<file path="config.mk">
export PLATFORM = sky130hd
export DESIGN_NAME = access_guard
export DESIGN_NICKNAME = d
export VERILOG_FILES = /design/src/hdl/lsu_pkg.sv /design/src/hdl/access_guard.sv
export VERILOG_INCLUDE_DIRS = /design/src /design/src/include
export SDC_FILE = /design/constraint.sdc
export NUM_CORES = 1
export LEC_CHECK = 0
export ABC_AREA = 1
export BUFFER_PORTS_ARGS = -buffer_cell sky130_fd_sc_hd__clkbuf_2
export CAP_MARGIN = 20
export CORE_MARGIN = 2
export CORE_UTILIZATION = 43
export DETAILED_ROUTE_END_ITERATION = 12
export HOLD_SLACK_MARGIN = 0.06
export MAX_ROUTING_LAYER = met4
export PLACE_DENSITY = 0.9
export SYNTH_ARGS = -nofsm -noshare
export SYNTH_HDL_FRONTEND = slang
export SYNTH_SLANG_ARGS = --single-unit
</file>
<file path="constraint.sdc">
create_clock -name clk -period 2.15 [get_ports clk]
set_input_delay 0.3225 -clock clk [delete_from_list [all_inputs] [get_ports clk]]
set_output_delay 0.3225 -clock clk [all_outputs]
set_load 0.1 [all_outputs]
</file>
<file path="src/include/lsu_settings.svh">
`ifndef LSU_SETTINGS_SVH
`define LSU_SETTINGS_SVH

// depth of the data array in 32-bit words
`define LSU_MEM_WORDS 1024

// one-hot memory operation codes, 64 bits wide
// loads
`define LSU_OP_LB   64'h0000_0000_0000_0001
`define LSU_OP_LH   64'h0000_0000_0000_0002
`define LSU_OP_LW   64'h0000_0000_0000_0004
`define LSU_OP_LBU  64'h0000_0000_0000_0008
`define LSU_OP_LHU  64'h0000_0000_0000_0010

// stores
`define LSU_OP_SB   64'h0000_0000_0000_0020
`define LSU_OP_SH   64'h0000_0000_0000_0040
`define LSU_OP_SW   64'h0000_0000_0000_0080

// no memory operation
`define LSU_OP_NONE 64'h0000_0000_0000_0000

`endif
</file>
<file path="src/hdl/lsu_pkg.sv">
`default_nettype none

package lsu_pkg;

    // data word, used for load data, store data and rs1 values
    typedef logic [31:0] word_t;

    // byte address
    typedef logic [31:0] addr_t;

    // raw RV32I instruction word
    typedef logic [31:0] instr_t;

    // one-hot memory operation code, one bit per load/store kind
    typedef logic [63:0] op_code_t;

    // number of refused accesses, wraps
    typedef logic [7:0] fault_count_t;

endpackage

`default_nettype wire

</file>
<file path="src/hdl/access_guard.sv">
`timescale 1ns/100ps
`default_nettype none

`include "lsu_settings.svh"

module access_guard import lsu_pkg::*; (
    input  logic         clk,
    input  logic         reset,
    input  logic         cfg_we,
    input  addr_t        cfg_limit,
    input  op_code_t     op,
    input  addr_t        addr,
    output logic         access_ok,
    output logic         fault,
    output fault_count_t fault_count
);

    localparam op_code_t HALF_OPS  = `LSU_OP_LH | `LSU_OP_LHU | `LSU_OP_SH;
    localparam op_code_t WORD_OPS  = `LSU_OP_LW | `LSU_OP_SW;
    localparam op_code_t STORE_OPS = `LSU_OP_SB | `LSU_OP_SH | `LSU_OP_SW;

    addr_t limit;
    logic  is_half;
    logic  is_word;
    logic  is_store;
    logic  misaligned;
    logic  protected_store;

    // a zero limit protects nothing
    always_ff @(posedge clk) begin
        if (reset) begin
            limit <= '0;
        end else if (cfg_we) begin
            limit <= cfg_limit;
        end
    end

    assign is_half  = |(op & HALF_OPS);
    assign is_word  = |(op & WORD_OPS);
    assign is_store = |(op & STORE_OPS);

    assign misaligned      = (is_half & addr[0]) | (is_word & (|addr[1:0]));
    assign protected_store = is_store & (addr < limit);

    assign access_ok = ~(misaligned | protected_store);

    // only a real memory operation can fault
    assign fault = (op != `LSU_OP_NONE) & ~access_ok;

    always_ff @(posedge clk) begin
        if (reset) begin
            fault_count <= '0;
        end else if (fault) begin
            fault_count <= fault_count + 1'b1;
        end
    end

    a_no_fault_idle: assert property (
        @(posedge clk) disable iff (reset) (op == `LSU_OP_NONE) |-> !fault
    );

endmodule

`default_nettype wire

</file>
---- Word-level counts from Yosys, hierarchy flattened ----
Cells that the tools add are included.
cells by class
  muxes and demuxes ....................... 0
  shifts and indexed selects .............. 0
  multiply operators ...................... 0
  equality and inequality tests ........... 0
  add/subtract/negate cells ............... 1
  bitwise logic cells ..................... 7
  divide/modulo/power cells ............... 0
  $lt $le $gt $ge ......................... 1
  reductions and logical operators ........ 5
operators by type and width
  kind                                                            count
  64-bit nonzero test                                             1
  32-bit < comparator                                             1
  8-bit by 1-bit adder with 8-bit output (second input constant)  1
  3-bit OR reduction                                              2
  1-bit AND                                                       4
  2-bit OR reduction                                              2
  1-bit OR                                                        2
  1-bit inverter                                                  1
word-level totals
  RAM bits ................................ 0
  output and inout port bits .............. 10
  word-level logic and storage cells ...... 16
  bits of input ports ..................... 131
  register bits after elaboration ......... 40
  memories ................................ 0
  memory bits (read-only) ................. 0
  bits in latches ......................... 0

---- Depth between registers and ports, before layout ----
Gate-level depths: netlist of the first run.
  depth in word-level cells ............... 5
  mapped depth ............................ 16
  mapped depth without buffers ............ 16

---- Worst setup path before layout of the first run ----
Ideal clock, no wire load.
  kind .................................... register -> output
  start ................................... reg limit[31]
  end ..................................... out access_ok
  path slack .............................. 0.218 ns
  required time ........................... 1.827 ns
  buffers on the path ..................... 0
  arrival time ............................ 1.609 ns
  stages on the path, launching flop included .. 11
  cells stage by stage .................... dfxtp_1 > inv_1 > ha_1 > nand4_1 > inv_1 > nand4_1 > a21oi_1 > nor2_2 > nand2_4 > nand2_8 > inv_6
between the ends
  word-level cells in the longest chain between the ends .. 4
RTL lines
  what                    line                RTL
  from (decl)             access_guard.sv:22  addr_t limit;
  from (signal assigned)  access_guard.sv:34  limit <= cfg_limit;
  32-bit < comparator     access_guard.sv:43  assign protected_store = is_store & (addr < limit);
  1-bit AND               access_guard.sv:43
  1-bit OR                access_guard.sv:45  assign access_ok = ~(misaligned | protected_store);
  1-bit inverter          access_guard.sv:45
  to (decl)               access_guard.sv:13  output logic access_ok,
No other way between the ends.

---- Worst setup path in the final report of the first run ----
  start ................................... reg limit[25]
  end ..................................... out access_ok
Same word-level chain as after synthesis.

==> flow_metrics.env, run 1 <==
export IMPL_status="finished with violations"
export IMPL_violations="negative setup slack"
export IMPL_cp_end_kind="output port"
export IMPL_startpoint_type="register"
export IMPL_hold_class="primary input to register"
export IMPL_intPower_uw=1293
export IMPL_r2r_end="fault_count[0]"
export IMPL_drc_errors=0
export IMPL_met2_usage_pct=35.53
export IMPL_dp_hpwl_mm=4.202
export IMPL_sw_frac_of_total_pct=32.60
export IMPL_synth_edf_count=0
export IMPL_clkPwrFrac_pct=27.1
export IMPL_syn_cell_area_sq_um=2288
export IMPL_ys_seq_area_share_pct=34.99
export IMPL_ys_warn_count=0
export IMPL_dr_pass1_iters=4
export IMPL_dr_total_vias=2323
export IMPL_ff2ff_setup_slack_ps=130
export IMPL_synth_main_ff_cell="dfxtp_1"
export IMPL_gr_total_overflow=0
export IMPL_power_leakage_uw=0.001466
export IMPL_syn_inst=299
export IMPL_r2r_start="limit[25]"
export IMPL_slew_headroom_pct=63.97
export IMPL_finalWeightedCongestion=0.8175
export IMPL_cts_made_buffers=5
export IMPL_hold_end="limit[0]"
export IMPL_p_seq_share_pct=42.5
export IMPL_cts_sinks=40
export IMPL_ioPinCount=141
export IMPL_worst_slew_pin_slew_ps=542.8
export IMPL_core_area_sq_um=5107
export IMPL_multiInputGateArea_sq_um=1526
export IMPL_rsz0062_at_grt="yes"
export IMPL_grt_pass1_wl_mm=9.252
export IMPL_regArea_sq_um=813.3
export IMPL_synth_nets=462
export IMPL_layout_worst_path_cycle_share_pct=102.6
export IMPL_irDropWorstVdd_v=0.0003129
export IMPL_dieArea_sq_um=5921
export IMPL_cts_root_buf="clkbuf_8"
export IMPL_synth_common_cells="a21oi_1, inv_1, dfxtp_1, o21ai_0, nand2_1"
export IMPL_setup_violations=2
export IMPL_synthArstFlopShare_pct=0
export IMPL_dieWidth_um=76.95
export IMPL_ys_seq_elements=40
export IMPL_finClkSkew_ps=3.259
export IMPL_yosysTopAreaCellShare_pct=34.99
export IMPL_cts_hold_buf=0
export IMPL_met3_usage_pct=4.706
export IMPL_p_switching_uw=625.5
export IMPL_post_drt_wl_per_cell_um=12.70
export IMPL_die_height_um=76.95
export IMPL_nets=553
export IMPL_n_antenna_cell=0
export IMPL_use_met1_pct=21.42
export IMPL_syn_area_per_cell_sq_um=7.654
export IMPL_vias_per_cell=5.039
export IMPL_hold_viol=0
export IMPL_cts_clk_slew_worst_paths_ps=80
export IMPL_grt_antenna_before_repair=0
export IMPL_final_max_slew_viol_count=0
export IMPL_htreeDepth=2
export IMPL_ant_nets=0
export IMPL_place_ws_ps=84.93
export IMPL_cts_buffer_depth=2
export IMPL_grt_busiest_layer="met2"
export IMPL_hold_start="cfg_limit[0]"
export IMPL_critPathMaxFanout=3
export IMPL_num_rows=26
export IMPL_io_buffers=82
export IMPL_cts_tree="built"
export IMPL_drive_above_1_share_pct=42.46
export IMPL_postLayoutSetupSlackWorst_ps=-55.61
export IMPL_fmax_ghz=0.4534
export IMPL_drv_cap=0
export IMPL_min_path_cells=3
export IMPL_initial_core_util_pct=44.81
export IMPL_grt_start_max_net_pins=39
export IMPL_clock_latency_ps=290
export IMPL_synthToLayoutAreaGrowth_pct=41.06
export IMPL_synthTopCellsByArea="dfxtp_1, ha_1, a21oi_1"
export IMPL_comb_power_share_pct=30.5
export IMPL_dp_cells=446
export IMPL_totalWireLength_mm=5.855
export IMPL_drtIter0Drc=69
export IMPL_layout_cells_non_filler=461
export IMPL_ff2ff_path_depth=14
export IMPL_critPathArrivalTime_ps=1880
export IMPL_post_route_min_period_ps=2206
export IMPL_crit_required_ps=1830
export IMPL_path_class="register to output port"
export IMPL_grt_pass1_vias=2203
export IMPL_num_fill_cells=443
export IMPL_gr_usage_all_layers_pct=19.81
export IMPL_synth_cell_types=26
export IMPL_netlist_top_cell_by_area="dfxtp_1"
export IMPL_yosysMostFrequentCell="a21oi_1"
export IMPL_power_density_nw_per_um2=594.4
-- stage by stage --
step / utilization [%] / power, uW / hold slack [ps] / area (sq um) / TNS, ps
2_1_floorplan: - / 1142 / 391.6 / 2288 / 0
5_1_grt: 63.20 / 2047 / 263.9 / 3228 / -305.6
3_5_place_dp: 55.12 / 1304 / 453.7 / 2815 / 0
3_3_place_gp: 55.12 / 1283 / 444.2 / 2815 / 0
4_1_cts: 59.46 / 1856 / 251.5 / 3037 / -138.9
6_report: 63.20 / 1919 / 249.5 / 3228 / -97.28
-- worst max path at each step --
stage	to	depth (start not counted)	start	slack, ps
after floorplan	access_ok	10	limit[31]	220
after global placement	access_ok	11	addr[31]	100
after detailed placement	access_ok	11	addr[31]	80
after CTS	access_ok	13	limit[6]	-80
after global routing	access_ok	11	limit[30]	-170
final	access_ok	11	limit[25]	-60
-- cells by family (layout without fill, tap and decap cells) --
kind of cell | count (synthesis) | after routing | share of synthesized area (%)
simple gates | 72 | 72 | 14.87
compound gates | 93 | 93 | 20.89
fa+ha+maj | 32 | 32 | 17.50
xor+xnor | 6 | 6 | 2.296
buf+inv | 56 | 148 | 9.458
flops | 40 | 40 | 34.99
-- layer usage --
layer / vias up / routed length (um)
li1: 1184 / -
met1: 1046 / 2301
met2: 78 / 3043
met3: 15 / 362
met4: 0 / 147
met5: - / 0
-- power groups by stage --
stage,Combinational [uW],Sequential [uW],Clock (uW)
after global placement,458,826,0
after floorplan,265,877,0
after global routing,650,820,577
after CTS,513,812,531
after detailed placement,476,828,0
final,585,815,519
-- cell usage in the layout, fill, tap and decap left out, types with 2 or more instances in the layout --
cell	instances
clkbuf_2	80
ha_1	17
clkinv_2	2
nor2_1	8
buf_4	12
nand3_1	9
inv_2	11
nor3_2	2
o21ai_1	3
xnor2_1	2
ha_4	15
a21oi_2	9
buf_12	2
nand4_1	3
dfxtp_2	10
a21oi_1	44
nor3_1	4
nor2_2	5
inv_1	33
dfxtp_1	30
o21ai_0	32
clkbuf_8	6
nand2_1	30
xor2_1	4
nand2_2	7
-- worst max-delay path: stages (launching register included) --
cell and delay, ps:
dfxtp_2 320, inv_1 110, ha_4 220, a21oi_2 140
o21ai_1 70, nand2_1 90, o211ai_1 120, nor2_2 150
nand2_4 90, nand2_8 90, inv_6 40, buf_12 150
-- flip-flops by register name, summed over array words and instances (netlist names) --
name / flops
limit: 32
fault_count: 8
-- area by class of cell --
class | instances | share of cell area, %
clock buffers | 6 | 2.558
inverters | 46 | 5.504
flip-flops and latches | 40 | 25.19
clock inverters | 2 | 0.3101
well taps | 70 | 2.713
multi-input cells | 203 | 47.29
repair buffers | 94 | 16.43
-- repair_timing --
item	CTS	global route
buffers inserted	5	2
gates cloned	0	0
endpoints found under the setup margin	2	2
pin swaps	15	15
gates resized for setup	21	37
Note: power is estimated with default switching activity, not from simulation.
==> run 2: changes to the inputs <==
Settings changed: CORE_UTILIZATION 43 to 46, PLACE_DENSITY 0.9 to 0.95.
Clock period 2.15 ns to 2.8 ns, I/O delays scaled along.
==> run 2 against run 1 <==
Effect of this change:
- the flow now finishes without violations
- global-route usage is 0.44 points lower
- register-to-register slack better by 820 ps
- flip-flop and latch count stayed put
- sequential share of layout area is 2.0 points higher
- final cell count is 3.0% lower
- clock power is 24% higher
- largest cell class unchanged
==> flow_metrics.env, run 2 (synthesis gave the netlist of run 1 again) <==
export IMPL_cts_sinks=40
export IMPL_setup_violations=0
export IMPL_initial_core_util_pct=48.13
export IMPL_dieArea_sq_um=5555
export IMPL_power_density_nw_per_um2=551.5
export IMPL_dr_total_vias=2212
export IMPL_grt_antenna_before_repair=0
export IMPL_synthToLayoutAreaGrowth_pct=28.49
export IMPL_critPathMaxFanout=9
export IMPL_rsz0062_at_grt="no"
export IMPL_totalWireLength_mm=5.028
export IMPL_top_regs="limit: 32 flops, fault_count: 8 flops"
export IMPL_drtIter0Drc=107
export IMPL_cts_root_buf="clkbuf_8"
export IMPL_grt_pass1_vias=2060
export IMPL_vias_per_cell=4.949
export IMPL_final_common_cell="clkbuf_2"
export IMPL_grt_start_max_net_pins=38
export IMPL_htreeDepth=2
export IMPL_power_leakage_uw=0.001430
export IMPL_crit_required_ps=2380
export IMPL_drv_cap=0
export IMPL_core_area_sq_um=4755
export IMPL_startpoint_type="register"
export IMPL_gr_usage_all_layers_pct=19.37
export IMPL_cts_hold_buf=0
export IMPL_cts_tree="built"
export IMPL_io_buffers=82
export IMPL_tns_ps=0
export IMPL_grt_pass1_wl_mm=8.142
export IMPL_worstPathCellList="inv_1 -> ha_1 -> nand4_1 -> inv_1 -> nand4_1 -> a21oi_1 -> nor2_2 -> nand2_4 -> nand2_8 -> inv_6 -> buf_12"
export IMPL_finalWeightedCongestion=0.9091
export IMPL_final_max_slew_viol_count=0
export IMPL_layout_worst_path_cycle_share_pct=91.38
export IMPL_hold_slack_ps=371.8
export IMPL_crit_family="simple AND/OR/NAND/NOR gates"
export IMPL_clock_latency_ps=290
export IMPL_ioPinCount=141
export IMPL_dr_pass1_iters=4
export IMPL_cpPeakStageDelay_ps=310
export IMPL_ant_nets=0
export IMPL_layout_common_cells="clkbuf_2, a21oi_1, inv_1"
export IMPL_cts_made_buffers=5
export IMPL_cp_slowest_cell="dfxtp_1"
export IMPL_dieWidth_um=74.53
export IMPL_irDropWorstVdd_v=0.0003335
export IMPL_num_rows=25
export IMPL_post_route_min_period_ps=2559
export IMPL_dp_hpwl_mm=3.958
export IMPL_drc_errors=0
export IMPL_finClkSkew_ps=5.450
export IMPL_n_antenna_cell=0
export IMPL_largest_reg_flops=32
export IMPL_drive_above_1_share_pct=26.58
export IMPL_fmax_ghz=0.3908
export IMPL_cts_setup_buffers=0
export IMPL_regMostFlops="limit"
export IMPL_critPathBufInv=4
export IMPL_status="completed"
export IMPL_hold_viol=0
export IMPL_path_class="register to output port"
export IMPL_cp_end_kind="output port"
export IMPL_cts_clk_slew_worst_paths_ps=80
export IMPL_slew_headroom_pct=39.93
export IMPL_ctsResizeCount=0
export IMPL_post_drt_wl_per_cell_um=11.25
export IMPL_die_height_um=74.53
export IMPL_gr_total_overflow=0
export IMPL_critPathArrivalTime_ps=2140
export IMPL_nets=542
export IMPL_worst_slew_pin_slew_ps=900.1
export IMPL_hold_class="primary input to register"
export IMPL_cts_buffer_depth=2
run 2: changes by cell type in the layout (fill, tap and decap cells not counted), sizes merged:
cell and change:
bufinv +3, clkinv -2, buf -11, clkbuf -1
run 2: worst register-to-register path, cell delays in order (launching register included):
cell	delay (ps)
dfxtp_1	310
inv_1	50
ha_1	310
nand4_1	100
inv_1	70
nand4_1	140
a21oi_1	240
nor2_2	90
nand2_4	150
nand2_8	110
inv_6	100
nor2_2	40
nor2_2	80
run 2: layout make-up:
type                       count  area, sq um
fill                         455         1814
sequential                    40        800.8
inverter                      46        177.7
multi-input combinational    203         1271
clock buffer                   5        68.82
clock inverter                 3        90.09
timing repair buffer          83        447.9
tap                           67        83.83
run 2: per-layer routing:
metal | vias to the layer above | global-route usage [%] | part of all wire [%]
met5 | - | - | 0
met4 | 0 | 6.746 | 2.4
met3 | 10 | 4.336 | 4.8
met2 | 64 | 35.69 | 51
met1 | 978 | 20.07 | 42
li1 | 1160 | - | -
run 2: final timing paths:
check / start / end / slack (ps) / cells past startpoint
setup / recovery: limit[31] / access_ok / 240 / 11
hold reg to reg: limit[9] / limit[9] / 460 / 2
setup reg to reg: limit[31] / fault_count[1] / 950 / 12
hold / removal: cfg_limit[0] / limit[0] / 370 / 3
run 2: metrics by stage:
stage / instances / cell area, sq um / utilization, % / setup slack (ps) / total power, uW
after CTS: 447 / 2940 / 61.84 / 221.9 / 1641
after global routing: 447 / 2940 / 61.84 / 138.5 / 1714
after global placement: 439 / 2781 / 58.50 / 411.5 / 974.6
after floorplan: 299 / 2288 / - / 679.9 / 876.5
after detailed placement: 439 / 2781 / 58.50 / 394.2 / 989.5
final: 447 / 2940 / 61.84 / 241.3 / 1621
run 2: report_power, final:
group | total, uW | internal (uW) | leakage (uW) | switching (uW)
registers | 622 | 606 | 0.000331 | 15.6
logic | 354 | 136 | 0.00102 | 218
clock network | 645 | 446 | 0.0000784 | 200
total | 1620 | 1190 | 0.00143 | 434
